[src/source/link_fc_pkg.sv]
// shared types, training request codes and default queue depths for the link flow control
`default_nettype none

package link_fc_pkg;

  // packet sequence number, wraps modulo 256
  typedef logic [7:0] seq_t;

  // one application word as it enters and leaves the queues
  typedef struct packed {
    logic [7:0]  data_id;
    logic [15:0] word_count;
    logic [31:0] payload;
  } app_word_t;

  // one packet on the link, sop marks a packet as present
  typedef struct packed {
    logic        sop;
    logic [7:0]  data_id;
    logic [15:0] word_count;
    seq_t        seq;
    logic [31:0] payload;
  } link_pkt_t;

  // data ids assigned by software for the control packets
  typedef struct packed {
    logic [7:0] cr;
    logic [7:0] crack;
    logic [7:0] ack;
  } fc_ids_t;

  // training packet request from the trainer to the scheduler
  localparam logic [1:0] TRAIN_NONE  = 2'd0;
  localparam logic [1:0] TRAIN_CR    = 2'd1;
  localparam logic [1:0] TRAIN_CRACK = 2'd2;

  // queue depths, any power of two from 2 to 128
  localparam int DEF_TX_DEPTH = 8;
  localparam int DEF_RX_DEPTH = 8;

endpackage

`default_nettype wire
[src/source/link_fc_top.sv]
// flow control top level with transmit and receive queues, trainer, checker and scheduler
`timescale 1ns/1ps
`default_nettype none

module link_fc_top #(
  parameter int TX_DEPTH = link_fc_pkg::DEF_TX_DEPTH,
  parameter int RX_DEPTH = link_fc_pkg::DEF_RX_DEPTH
) (
  input  logic                   link_clk,
  input  logic                   link_reset,
  input  logic                   enable,
  input  link_fc_pkg::fc_ids_t   ids,
  input  logic                   a2l_valid,
  output logic                   a2l_ready,
  input  link_fc_pkg::app_word_t a2l_data,
  output logic                   l2a_valid,
  input  logic                   l2a_accept,
  output link_fc_pkg::app_word_t l2a_data,
  output logic                   tx_fifo_empty,
  output logic                   rx_fifo_empty,
  output logic                   link_up,
  output logic                   rx_drop,
  output link_fc_pkg::link_pkt_t tx_pkt,
  input  logic                   tx_advance,
  input  link_fc_pkg::link_pkt_t rx_pkt,
  input  logic                   rx_valid,
  input  logic                   rx_crc_corrupted
);
  import link_fc_pkg::*;

  app_word_t  q_data;
  app_word_t  rx_word;
  seq_t       last_good;
  logic       q_valid;
  logic       q_pop;
  logic       rx_wr;
  logic [7:0] rx_rd_count;
  logic [1:0] train_kind;
  logic [7:0] fe_credits;
  logic [7:0] fe_read;
  logic       tx_done;
  logic       cr_seen;
  logic       crack_seen;
  logic       ack_seen;
  logic       ack_pending;
  logic       ack_taken;

  // application to link
  sync_fifo #(.DEPTH(TX_DEPTH)) tx_queue (
    .link_clk   (link_clk),
    .link_reset (link_reset),
    .wr_en      (a2l_valid),
    .wr_data    (a2l_data),
    .ready      (a2l_ready),
    .rd_en      (q_pop),
    .rd_data    (q_data),
    .valid      (q_valid),
    .empty      (tx_fifo_empty),
    .rd_count   ()
  );

  // link to application, its read count feeds the ACKs
  sync_fifo #(.DEPTH(RX_DEPTH)) rx_queue (
    .link_clk   (link_clk),
    .link_reset (link_reset),
    .wr_en      (rx_wr),
    .wr_data    (rx_word),
    .ready      (),
    .rd_en      (l2a_accept),
    .rd_data    (l2a_data),
    .valid      (l2a_valid),
    .empty      (rx_fifo_empty),
    .rd_count   (rx_rd_count)
  );

  link_trainer link_trainer_i (
    .link_clk      (link_clk),
    .link_reset    (link_reset),
    .enable        (enable),
    .cr_seen       (cr_seen),
    .crack_seen    (crack_seen),
    .rx_word_count (rx_pkt.word_count),
    .tx_done       (tx_done),
    .train_kind    (train_kind),
    .link_up       (link_up),
    .fe_credits    (fe_credits)
  );

  rx_seq_check rx_seq_check_i (
    .link_clk         (link_clk),
    .link_reset       (link_reset),
    .link_up          (link_up),
    .ids              (ids),
    .rx_pkt           (rx_pkt),
    .rx_valid         (rx_valid),
    .rx_crc_corrupted (rx_crc_corrupted),
    .rd_count         (rx_rd_count),
    .ack_taken        (ack_taken),
    .rx_drop          (rx_drop),
    .cr_seen          (cr_seen),
    .crack_seen       (crack_seen),
    .ack_seen         (ack_seen),
    .fe_read          (fe_read),
    .rx_wr            (rx_wr),
    .rx_word          (rx_word),
    .ack_pending      (ack_pending),
    .last_good        (last_good)
  );

  tx_scheduler #(.RX_DEPTH(RX_DEPTH)) tx_scheduler_i (
    .link_clk    (link_clk),
    .link_reset  (link_reset),
    .ids         (ids),
    .train_kind  (train_kind),
    .link_up     (link_up),
    .fe_credits  (fe_credits),
    .ack_seen    (ack_seen),
    .fe_read     (fe_read),
    .ack_pending (ack_pending),
    .last_good   (last_good),
    .rd_count    (rx_rd_count),
    .q_valid     (q_valid),
    .q_data      (q_data),
    .q_pop       (q_pop),
    .ack_taken   (ack_taken),
    .tx_done     (tx_done),
    .tx_pkt      (tx_pkt),
    .tx_advance  (tx_advance)
  );

endmodule

`default_nettype wire

[src/source/tx_scheduler.sv]
// transmit packet register with training, ACK and data priority and far end credit check
`timescale 1ns/1ps
`default_nettype none

module tx_scheduler #(
  parameter int RX_DEPTH = link_fc_pkg::DEF_RX_DEPTH
) (
  input  logic                   link_clk,
  input  logic                   link_reset,
  input  link_fc_pkg::fc_ids_t   ids,
  input  logic [1:0]             train_kind,
  input  logic                   link_up,
  input  logic [7:0]             fe_credits,
  input  logic                   ack_seen,
  input  logic [7:0]             fe_read,
  input  logic                   ack_pending,
  input  link_fc_pkg::seq_t      last_good,
  input  logic [7:0]             rd_count,
  input  logic                   q_valid,
  input  link_fc_pkg::app_word_t q_data,
  output logic                   q_pop,
  output logic                   ack_taken,
  output logic                   tx_done,
  output link_fc_pkg::link_pkt_t tx_pkt,
  input  logic                   tx_advance
);
  import link_fc_pkg::*;

  // own receive depth, announced in credit packets
  localparam logic [7:0] OWN_CREDITS = 8'(RX_DEPTH);

  link_pkt_t  pkt_nxt;
  logic [1:0] held_kind;
  logic [1:0] kind_nxt;
  seq_t       tx_seq;
  logic [7:0] sent_cnt;
  logic [7:0] fe_read_q;
  logic [7:0] outstanding;
  logic       credit_ok;
  logic       send_train;

  // sent_cnt and fe_read_q survive retraining, words left in the far end
  // queue still hold credits until they are read
  assign outstanding = sent_cnt - fe_read_q;
  assign credit_ok   = (outstanding < fe_credits);

  // --------------------------------------------------------------------------
  // selection, the register only moves when the link advances
  // --------------------------------------------------------------------------
  assign send_train = tx_advance && !link_up && (train_kind != TRAIN_NONE);
  assign ack_taken  = tx_advance && link_up && ack_pending;
  assign q_pop      = tx_advance && link_up && !ack_pending && q_valid && credit_ok;

  // only a training packet of the kind currently requested counts
  assign tx_done = tx_pkt.sop && tx_advance && (held_kind != TRAIN_NONE) &&
                   (held_kind == train_kind);

  always_comb begin
    pkt_nxt  = tx_pkt;
    kind_nxt = held_kind;
    if (tx_advance) begin
      pkt_nxt  = '0;
      kind_nxt = TRAIN_NONE;
      if (send_train) begin
        pkt_nxt.sop        = 1'b1;
        pkt_nxt.data_id    = (train_kind == TRAIN_CR) ? ids.cr : ids.crack;
        pkt_nxt.word_count = {8'd0, OWN_CREDITS};
        kind_nxt           = train_kind;
      end else if (ack_taken) begin
        pkt_nxt.sop        = 1'b1;
        pkt_nxt.data_id    = ids.ack;
        pkt_nxt.word_count = {rd_count, last_good};
      end else if (q_pop) begin
        pkt_nxt.sop        = 1'b1;
        pkt_nxt.data_id    = q_data.data_id;
        pkt_nxt.word_count = q_data.word_count;
        pkt_nxt.seq        = tx_seq;
        pkt_nxt.payload    = q_data.payload;
      end
    end
  end

  always_ff @(posedge link_clk or posedge link_reset) begin
    if (link_reset) begin
      tx_pkt    <= '0;
      held_kind <= TRAIN_NONE;
      tx_seq    <= '0;
      sent_cnt  <= 8'd0;
      fe_read_q <= 8'd0;
    end else begin
      tx_pkt    <= pkt_nxt;
      held_kind <= kind_nxt;
      // numbering restarts at 0 on every new link
      if (!link_up) begin
        tx_seq <= '0;
      end else if (q_pop) begin
        tx_seq <= tx_seq + 8'd1;
      end
      if (q_pop) begin
        sent_cnt <= sent_cnt + 8'd1;
      end
      if (ack_seen) begin
        fe_read_q <= fe_read;
      end
    end
  end

endmodule

`default_nettype wire

[src/source/rx_seq_check.sv]
// receive packet decoder, sequence number check and ACK request tracking
`timescale 1ns/1ps
`default_nettype none

module rx_seq_check (
  input  logic                   link_clk,
  input  logic                   link_reset,
  input  logic                   link_up,
  input  link_fc_pkg::fc_ids_t   ids,
  input  link_fc_pkg::link_pkt_t rx_pkt,
  input  logic                   rx_valid,
  input  logic                   rx_crc_corrupted,
  input  logic [7:0]             rd_count,
  input  logic                   ack_taken,
  output logic                   rx_drop,
  output logic                   cr_seen,
  output logic                   crack_seen,
  output logic                   ack_seen,
  output logic [7:0]             fe_read,
  output logic                   rx_wr,
  output link_fc_pkg::app_word_t rx_word,
  output logic                   ack_pending,
  output link_fc_pkg::seq_t      last_good
);
  import link_fc_pkg::*;

  logic       pkt_in;
  logic       pkt_ok;
  logic       is_data;
  logic       in_order;
  logic       rd_moved;
  seq_t       exp_seq;
  logic [7:0] rd_prev;

  assign pkt_in = rx_valid && rx_pkt.sop;
  assign pkt_ok = pkt_in && !rx_crc_corrupted;

  // --------------------------------------------------------------------------
  // classification
  // --------------------------------------------------------------------------
  assign cr_seen    = pkt_ok && (rx_pkt.data_id == ids.cr);
  assign crack_seen = pkt_ok && (rx_pkt.data_id == ids.crack);
  assign ack_seen   = pkt_ok && (rx_pkt.data_id == ids.ack);
  assign is_data    = pkt_ok && !cr_seen && !crack_seen && !ack_seen;

  // far end read count sits in the ACK high byte
  assign fe_read = rx_pkt.word_count[15:8];

  // data is only taken in order and while the link is up
  assign in_order = (rx_pkt.seq == exp_seq);
  assign rx_wr    = is_data && in_order && link_up;
  assign rx_drop  = (pkt_in && rx_crc_corrupted) || (is_data && !rx_wr);

  assign rx_word = '{data_id:    rx_pkt.data_id,
                     word_count: rx_pkt.word_count,
                     payload:    rx_pkt.payload};

  assign rd_moved = (rd_count != rd_prev);

  always_ff @(posedge link_clk or posedge link_reset) begin
    if (link_reset) begin
      exp_seq     <= '0;
      last_good   <= '0;
      ack_pending <= 1'b0;
      rd_prev     <= 8'd0;
    end else begin
      rd_prev <= rd_count;
      if (!link_up) begin
        exp_seq     <= '0;
        last_good   <= '0;
        ack_pending <= 1'b0;
      end else begin
        if (rx_wr) begin
          exp_seq   <= exp_seq + 8'd1;
          last_good <= rx_pkt.seq;
        end
        // a new good packet or read after the ACK was built needs another ACK
        ack_pending <= rx_wr || rd_moved || (ack_pending && !ack_taken);
      end
    end
  end

endmodule

`default_nettype wire

[src/source/link_trainer.sv]
// enable synchronizer and credit exchange training FSM
`timescale 1ns/1ps
`default_nettype none

module link_trainer (
  input  logic        link_clk,
  input  logic        link_reset,
  input  logic        enable,
  input  logic        cr_seen,
  input  logic        crack_seen,
  input  logic [15:0] rx_word_count,
  input  logic        tx_done,
  output logic [1:0]  train_kind,
  output logic        link_up,
  output logic [7:0]  fe_credits
);
  import link_fc_pkg::*;

  typedef enum logic [1:0] {ST_IDLE, ST_SEND_CR, ST_SEND_CRACK, ST_UP} state_t;

  state_t state;
  state_t state_nxt;
  logic   en_meta;
  logic   en_sync;
  logic   cr_got;
  logic   crack_got;
  logic   training;

  assign training = (state == ST_SEND_CR) || (state == ST_SEND_CRACK);

  // --------------------------------------------------------------------------
  // state transitions
  // --------------------------------------------------------------------------
  always_comb begin
    state_nxt = state;
    case (state)
      ST_IDLE: begin
        if (en_sync) begin
          state_nxt = ST_SEND_CR;
        end
      end
      // far end credits must be known and one of ours must have gone out
      ST_SEND_CR: begin
        if ((cr_got || cr_seen) && tx_done) begin
          state_nxt = ST_SEND_CRACK;
        end
      end
      ST_SEND_CRACK: begin
        if ((crack_got || crack_seen) && tx_done) begin
          state_nxt = ST_UP;
        end
      end
      default: begin
        state_nxt = state;
      end
    endcase
    if (!en_sync) begin
      state_nxt = ST_IDLE;
    end
  end

  always_ff @(posedge link_clk or posedge link_reset) begin
    if (link_reset) begin
      en_meta    <= 1'b0;
      en_sync    <= 1'b0;
      state      <= ST_IDLE;
      cr_got     <= 1'b0;
      crack_got  <= 1'b0;
      fe_credits <= 8'd0;
    end else begin
      en_meta <= enable;
      en_sync <= en_meta;
      state   <= state_nxt;
      if (state_nxt == ST_IDLE) begin
        cr_got     <= 1'b0;
        crack_got  <= 1'b0;
        fe_credits <= 8'd0;
      end else begin
        // far end announces its receive depth in the low byte
        if (cr_seen && (state == ST_SEND_CR)) begin
          cr_got     <= 1'b1;
          fe_credits <= rx_word_count[7:0];
        end
        if (crack_seen && training) begin
          crack_got <= 1'b1;
        end
      end
    end
  end

  assign link_up    = (state == ST_UP);
  assign train_kind = (state == ST_SEND_CR)    ? TRAIN_CR :
                      (state == ST_SEND_CRACK) ? TRAIN_CRACK : TRAIN_NONE;

endmodule

`default_nettype wire

[src/source/sync_fifo.sv]
// synchronous register-array queue of application words with a wrapping read counter
`timescale 1ns/1ps
`default_nettype none

module sync_fifo #(
  parameter int DEPTH = link_fc_pkg::DEF_TX_DEPTH
) (
  input  logic                   link_clk,
  input  logic                   link_reset,
  input  logic                   wr_en,
  input  link_fc_pkg::app_word_t wr_data,
  output logic                   ready,
  input  logic                   rd_en,
  output link_fc_pkg::app_word_t rd_data,
  output logic                   valid,
  output logic                   empty,
  output logic [7:0]             rd_count
);
  import link_fc_pkg::*;

  localparam int AW = $clog2(DEPTH);

  app_word_t   mem [DEPTH];
  logic [AW:0] wr_ptr;
  logic [AW:0] rd_ptr;
  logic        full;
  logic        do_wr;
  logic        do_rd;

  // extra pointer bit tells full from empty
  assign empty = (wr_ptr == rd_ptr);
  assign full  = (wr_ptr[AW] != rd_ptr[AW]) && (wr_ptr[AW-1:0] == rd_ptr[AW-1:0]);
  assign ready = !full;
  assign valid = !empty;

  assign do_wr = wr_en && !full;
  assign do_rd = rd_en && !empty;

  assign rd_data = mem[rd_ptr[AW-1:0]];

  always_ff @(posedge link_clk) begin
    if (do_wr) begin
      mem[wr_ptr[AW-1:0]] <= wr_data;
    end
  end

  // rd_count wraps at 256 and is reported to the far end in ACKs
  always_ff @(posedge link_clk or posedge link_reset) begin
    if (link_reset) begin
      wr_ptr   <= '0;
      rd_ptr   <= '0;
      rd_count <= 8'd0;
    end else begin
      if (do_wr) begin
        wr_ptr <= wr_ptr + 1'b1;
      end
      if (do_rd) begin
        rd_ptr   <= rd_ptr + 1'b1;
        rd_count <= rd_count + 8'd1;
      end
    end
  end

endmodule

`default_nettype wire

[config.mk]
export PLATFORM = sky130hd
export DESIGN_NAME = link_fc_top
export DESIGN_NICKNAME = d
export VERILOG_FILES = /design/src/source/link_fc_pkg.sv /design/src/source/link_fc_top.sv /design/src/source/tx_scheduler.sv /design/src/source/rx_seq_check.sv /design/src/source/link_trainer.sv /design/src/source/sync_fifo.sv
export SDC_FILE = /design/constraint.sdc
export NUM_CORES = 1
export LEC_CHECK = 0
export BUFFER_PORTS_ARGS = -buffer_cell sky130_fd_sc_hd__buf_2
export CAP_MARGIN = 20
export CORE_MARGIN = 2
export CORE_UTILIZATION = 55
export CTS_CLUSTER_SIZE = 8
export DETAILED_ROUTE_END_ITERATION = 8
export PLACE_DENSITY = 0.8
export SLEW_MARGIN = 20
export SYNTH_ARGS = -nofsm -noshare
export SYNTH_HDL_FRONTEND = slang
export SYNTH_SLANG_ARGS = --single-unit
[constraint.sdc]
create_clock -name link_clk -period 7.8 [get_ports link_clk]
set_input_delay 1.56 -clock link_clk [delete_from_list [all_inputs] [get_ports link_clk]]
set_output_delay 1.56 -clock link_clk [all_outputs]
set_load 0.01 [all_outputs]
After elaboration in Yosys (flattened, before gate mapping). Memories as Yosys holds them, arrays and structs flattened. Cells that the tools add are included. Widths: inputs -> output; s select.

Bits of input ports: 153. Memory bits (writable): 896. Logic and storage cells: 141. Memories kept: 2. Flip-flop bits (word level): 154. Output and inout bits: 127.

Memory list: rx_queue.mem (depth 8, width 56, rd ports 1, clocked after Yosys merged registers in 0, wr ports 1, RTL line sync_fifo.sv:23) `app_word_t mem [DEPTH];`; tx_queue.mem (depth 8, width 56, rd ports 1, clocked after Yosys merged registers in 0, wr ports 1, RTL line sync_fifo.sv:23).

Eq/ne operators: 18. Muxes and demuxes: 30. $add $sub $neg: 9. Reductions and logical operators: 57. $lt $le $gt $ge: 1.

Operators with widths (number): $mux 40 (2); $mux 8 (9); $mux 65 (1); $mux 25 (2); $logic_and 1x1->1 (33); $add 8x1->8 const B (4); $eq 8x8->1 (4); $add 4x1->4 const B (4); $logic_not 1->1 (12); $mux 2 (6); $mux 1 (9); $eq 4x4->1 (2); $lt 8x8->1 (1); $ne 8x8->1 (1); $reduce_bool 2->1 (4); $sub 8x8->8 (1); $eq 3x3->1 (2); $logic_or 1x1->1 (6); $pmux 2 s3 (1); $eq 2x1->1 const B (2); $eq 2x2->1 const B (2); $logic_not 2->1 (2); $ne 2x2->1 const B (2); $eq 2x2->1 (1); $ne 1x1->1 (2).

Longest topological paths before layout.
Word-level depth: 12. Gate-level depth with buffers: 20. Mapped depth without buffers: 17.

Cells and area by module. Synthesis repeated with hierarchy kept, for this count alone.

Cell total of the unflattened synthesis: 2214. Area total of the unflattened synthesis: 42399.4 µm².

Modules (own cells, without submodules): sync_fifo at rx_queue (area each 17654.4 µm², sequential area each 13853.3 µm², cells each 733, instances 1); sync_fifo at tx_queue (area each 17653.2 µm², sequential area each 13853.3 µm², cells each 733, instances 1); tx_scheduler (area each 4428.0 µm², sequential area each 2277.2 µm², cells each 459, instances 1); rx_seq_check (area each 1996.9 µm², sequential area each 625.6 µm², cells each 222, instances 1); link_trainer (area each 666.9 µm², sequential area each 350.3 µm², cells each 67, instances 1).

Worst setup path after synthesis. OpenSTA, ideal clock, no wires.

Path type: input to register. Start point: in rx_pkt[35] in the netlist's numbering. End point: mem rx_queue.mem[0][0] in the netlist's numbering (enable). Data arrival time: 6.784 ns. Setup slack: 0.478 ns. Required time: 7.262 ns. Library setup time: 0.538 ns. Cell stages on the path: 6. Buffers on the path: 0. Path through: xor2_1 > nor4_4 > nand4_1 > nor4_1 > nand2b_1 > nor3_1.

Longest elaborated chain between the ends: 6.

Ends and longest elaborated chain: from (decl) (RTL line link_fc_top.sv:25) `input link_fc_pkg::link_pkt_t rx_pkt,`; $eq 8x8->1 (RTL line rx_seq_check.sv:50) `assign in_order = (rx_pkt.seq == exp_seq);`; $logic_and 1x1->1 (2 in a row) (RTL line rx_seq_check.sv:51) `assign rx_wr = is_data && in_order && link_up;`; $logic_and 1x1->1 (RTL line sync_fifo.sv:36) `assign do_wr = wr_en && !full;`; $mux 1 (RTL line sync_fifo.sv:42) `if (do_wr) begin`; $mux 1 (not written as such) (RTL line sync_fifo.sv:43) `mem[wr_ptr[AW-1:0]] <= wr_data;`; to (decl) (RTL line sync_fifo.sv:23).

No other way between the ends.

Worst setup path after layout.
Start point: in rx_crc_corrupted. End point: out rx_drop.

Longest elaborated chain between the ends: 12. Elaborated cells on any way between the ends: 17. Those cells by class: 17 x reduce/logical.

Ends and longest elaborated chain: from (decl) (RTL line link_fc_top.sv:27) `input logic rx_crc_corrupted`; $logic_not 1->1 (RTL line rx_seq_check.sv:36) `assign pkt_ok = pkt_in && !rx_crc_corrupted;`; $logic_and 1x1->1 (RTL line rx_seq_check.sv:36); $logic_and 1x1->1 (RTL line rx_seq_check.sv:41) `assign cr_seen = pkt_ok && (rx_pkt.data_id == ids.cr);`; $logic_not 1->1 (RTL line rx_seq_check.sv:44) `assign is_data = pkt_ok && !cr_seen && !crack_seen && !ack_seen;`; $logic_and 1x1->1 (3 in a row) (RTL line rx_seq_check.sv:44); $logic_and 1x1->1 (2 in a row) (RTL line rx_seq_check.sv:51); $logic_not 1->1 (RTL line rx_seq_check.sv:52) `assign rx_drop = (pkt_in && rx_crc_corrupted) || (is_data && !rx_wr);`; $logic_and 1x1->1 (RTL line rx_seq_check.sv:52); $logic_or 1x1->1 * (RTL line rx_seq_check.sv:52); to (decl) (RTL line link_fc_top.sv:22) `output logic rx_drop,`.

Every way passes the cells marked *; elsewhere a longest branch is shown, timed or not.

==> results.json <==
{
  "status": "finished, final reports clean",
  "clkPwrFrac_pct": 43.4,
  "timing.rr.end": "rx_queue.mem[2][37]",
  "ys_ff_latch": 1050,
  "path_max_fanout": 17,
  "cts.path.max_buffers": 3,
  "internal_power_w": 0.0105,
  "synthSimpleGateAreaFrac_pct": 2.54,
  "clock_skew_ns": 0.0386,
  "synth_top_area_cell": "edfxtp_1",
  "setup_tns_ns": 0,
  "synthAdderAreaFrac_pct": 0.872,
  "grt_overflow": 0,
  "yosys_warnings": 0,
  "fin_area_mm2": 0.0480,
  "cts-htree-levels": 4,
  "setup_violations": 0,
  "grt_start_max_net_pins": 91,
  "endpoint": "rx_drop",
  "pwr-share-seq_pct": 48.9,
  "cts_hold_buf": 0,
  "row_count": 100,
  "via_per_inst": 6.08,
  "critPathSlowestCell": "nor4_4",
  "dp_cells": 3213,
  "antenna_found_initial": 17,
  "dpl-instance-area_mm2": 0.0437,
  "p_sw_w": 0.00310,
  "die_h_um": 277,
  "syn_to_final_growth_pct": 17.1,
  "p_leak_nw": 16.5,
  "hpwl_mm": 54.0,
  "worstSetupStartpoint": "rx_crc_corrupted",
  "synth_cells": 2034,
  "reg2reg_from": "rx_queue.rd_ptr[2]",
  "firstDrtPassIters": 5,
  "power_density_mw_per_mm2": 282,
  "fmax_ghz": 0.176,
  "finalCriticalPeriod_ns": 5.68,
  "nNetsFinal": 2577,
  "synth_edf_count": 896,
  "synth-async-reset-ratio_pct": 14.7,
  "cts.sinks": 1050,
  "cts_resized": 0,
  "clk-insertion-delay-late_ns": 0.73,
  "grt_pass1_vias": 22600,
  "routed_wl_mm": 94.2,
  "final-instance-count-excl-fill": 3466,
  "swShare_pct": 22.9,
  "rrSetupSlack_ns": 3.30,
  "grt_pass1_wl_mm": 142,
  "cts_buffers": 149,
  "hold_path.class": "reg2reg",
  "reg2reg_depth": 7,
  "ant_nets": 0,
  "cpMostUsedCell": "buf_2",
  "slew_viol_final": 0,
  "synthDistinctLibCells": 56,
  "syn_avg_cell_area_um2": 20.2,
  "synth_compound_area_share_pct": 2.20,
  "comb_power_share_pct": 7.6,
  "vias": 21100,
  "gp_congestion": 0.861,
  "start_util_pct": 55.3,
  "vdd_drop_max_v": 0.000270,
  "synth_seq_area_share_pct": 75.0,
  "endpoint_kind": "primary output",
  "maxCapViolCount": 0,
  "worstPathRequired_ns": 6.24,
  "drc": 0,
  "path_class": "in2out",
  "drive_gt1_share_pct": 32.4,
  "port_buffers": 279,
  "max_stage_delay_ns": 0.76,
  "crit_path_cell_trace": "buf_2 -> nand3b_1 -> or3_1 -> nor4_4 -> nor3_1 -> a32o_1 -> buf_2",
  "synth_xor_area_share_pct": 1.79,
  "core_mm2": 0.0742,
  "grt.total_usage_pct": 25.1,
  "cts_tree": "yes",
  "startpoint_type": "primary input",
  "relSlewSlack_pct": 27.4,
  "worst_pin_slew_ns": 1.09,
  "cp.arrival_ns": 4.12,
  "hold_viol": 0,
  "timing.final.crit_share_pct": 72.8,
  "synth_top_family_by_area": "multiplexers",
  "netlist_area_mm2": 0.0410,
  "post-cts-setup-buffers": 0,
  "ys.flop_type": "edfxtp_1",
  "drt_first_iter_violations": 1890,
  "die_w_um": 277,
  "yosys.area.top_type_share_pct": 65.6,
  "dieArea_mm2": 0.0768,
  "num_io_pins": 280,
  "ctsRootBufferMaster": "clkbuf_16",
  "rsz0062_at_grt": "no",
  "synthesis.nets": 2215,
  "clk_pin_slew_ns": 0.05,
  "avgRoutedWirePerCell_um": 27.2,
  "synth.area.top_cells": "edfxtp_1 66%, mux4_2 12%, dfrtp_1 9.4%",
  "muxShareOfSynthArea_pct": 16.0
}
==> worst min-delay path by stage <==
stage	startpoint	to	slack (ns)	depth (start not counted)
3_3_place_gp	link_trainer_i.en_meta	link_trainer_i.en_sync	0.35	0
5_1_grt	link_trainer_i.en_meta	link_trainer_i.en_sync	0.38	0
4_1_cts	link_trainer_i.en_meta	link_trainer_i.en_sync	0.36	0
3_5_place_dp	link_trainer_i.en_meta	link_trainer_i.en_sync	0.34	0
6_report	link_trainer_i.en_meta	link_trainer_i.en_sync	0.36	0
2_1_floorplan	link_trainer_i.en_meta	link_trainer_i.en_sync	0.33	0
==> stage by stage <==
step	worst slack [ns]	power, W	hold slack [ns]	util, %
after floorplan	0.478	0.00733	0.331	-
after global routing	2.06	0.0140	0.381	64.7
after detailed placement	2.15	0.00776	0.340	58.8
after global placement	2.18	0.00771	0.348	58.8
final	2.12	0.0136	0.358	64.8
after CTS	2.11	0.0137	0.360	64.7
==> cell families (layout without fill, tap and decap cells) <==
family          count (synthesis)  after routing
xor+xnor                       84             84
other cells                     0             12
compound gates                134            134
mux                           369            369
buf+inv                       168            619
simple gates                  201            201
flops                        1050           1050
fa+ha+maj                      28             28
==> layout make-up <==
| cell class | count | area [um^2] |
|---|---|---|
| diodes | 12 | 30.0 |
| clock buffers | 225 | 4010 |
| clock inverters | 15 | 317 |
| fillers | 4733 | 26200 |
| inverters | 65 | 249 |
| multi-input cells | 816 | 9730 |
| flip-flops and latches | 1050 | 30800 |
| well taps | 969 | 1210 |
| repair buffers | 314 | 1710 |
==> cell usage after synthesis (2+ instances only) <==
cell type / n
nor2_1: 57
nor2b_1: 10
inv_1: 64
a21o_1: 2
o311a_1: 2
or4_1: 4
a22o_1: 5
nand2_1: 52
a221o_1: 9
a221oi_1: 9
a211oi_1: 8
or3_1: 7
clkbuf_1: 71
mux4_2: 224
nor3_1: 9
nand3_1: 7
edfxtp_1: 896
dfrtp_1: 154
nand4b_1: 2
mux2_2: 70
a21boi_0: 2
and4_1: 2
ha_1: 27
nand2b_1: 8
a31o_2: 2
and3_1: 6
nor4_4: 3
and2_1: 3
buf_2: 14
o2bb2ai_1: 2
mux2i_1: 75
o31ai_1: 3
o21ai_0: 26
nand4_1: 19
xnor2_1: 43
a31oi_1: 2
xor2_1: 41
buf_1: 17
a21oi_1: 23
nor4_1: 6
o22ai_1: 32
or2_2: 2
==> sequential cells by signal (all words and copies together) (netlist names) <==
| register | flops |
|---|---|
| link_trainer_i.en_sync | 1 |
| tx_scheduler_i.held_kind | 2 |
| tx_scheduler_i.fe_read_q | 8 |
| link_trainer_i.crack_got | 1 |
| link_trainer_i.fe_credits | 8 |
| tx_queue.rd_ptr | 4 |
| rx_queue.rd_ptr | 4 |
| rx_seq_check_i.ack_pending | 1 |
| rx_queue.wr_ptr | 4 |
| rx_seq_check_i.rd_prev | 8 |
| tx_scheduler_i.tx_pkt | 65 |
| tx_queue.mem | 448 |
| tx_queue.wr_ptr | 4 |
| tx_scheduler_i.tx_seq | 8 |
| rx_queue.mem | 448 |
| rx_seq_check_i.last_good | 8 |
| link_trainer_i.en_meta | 1 |
| tx_scheduler_i.sent_cnt | 8 |
| rx_queue.rd_count | 8 |
| link_trainer_i.state | 2 |
| rx_seq_check_i.exp_seq | 8 |
| link_trainer_i.cr_got | 1 |
==> power groups by stage <==
stage                     Combinational (W)  Clock [W]  Sequential (W)
after global placement              0.00100          0         0.00670
after global routing                0.00111    0.00623         0.00666
after floorplan                    0.000650          0         0.00669
after detailed placement            0.00103          0         0.00673
final                               0.00103    0.00589         0.00663
after CTS                           0.00104    0.00599         0.00664
==> routing by layer <==
metal | global-route usage [%] | vias up | wire [um]
met5 | 0 | - | 103
met1 | 31.4 | 11000 | 35200
met4 | 7.69 | 18 | 1910
met2 | 42.9 | 970 | 49500
li1 | - | 8919 | -
met3 | 6.83 | 178 | 7580
==> placed cells by master, fill, tap and decap left out, types with 7 or more instances in the layout <==
| master | Yosys | routed |
|---|---|---|
| ha_1 | 27 | 27 |
| xor2_1 | 41 | 41 |
| mux2_2 | 70 | 70 |
| nor2b_1 | 10 | 10 |
| mux4_2 | 224 | 224 |
| nand4_1 | 19 | 19 |
| diode_2 | 0 | 12 |
| or3_1 | 7 | 7 |
| nand3_1 | 7 | 7 |
| clkbuf_16 | 0 | 149 |
| a221o_1 | 9 | 9 |
| nand2_1 | 52 | 52 |
| mux2i_1 | 75 | 75 |
| dfrtp_1 | 154 | 148 |
| edfxtp_1 | 896 | 896 |
| nor2_1 | 57 | 45 |
| clkbuf_1 | 71 | 76 |
| o22ai_1 | 32 | 32 |
| buf_2 | 14 | 279 |
| nand2b_1 | 8 | 8 |
| a21oi_1 | 23 | 23 |
| a221oi_1 | 9 | 9 |
| buf_4 | 0 | 32 |
| nor2_4 | 0 | 11 |
| a211oi_1 | 8 | 8 |
| xnor2_1 | 43 | 43 |
| clkinv_16 | 0 | 8 |
| inv_1 | 64 | 62 |
| o21ai_0 | 26 | 26 |
==> critical path, delay by kind of cell <==
kind	cells	cell delay [ns]
AND/OR/NAND/NOR	4	1.98
AO/OA/AOI/OAI	1	0.30
buffers and inverters	2	0.25
No activity file was read; power rests on OpenSTA's default activity.
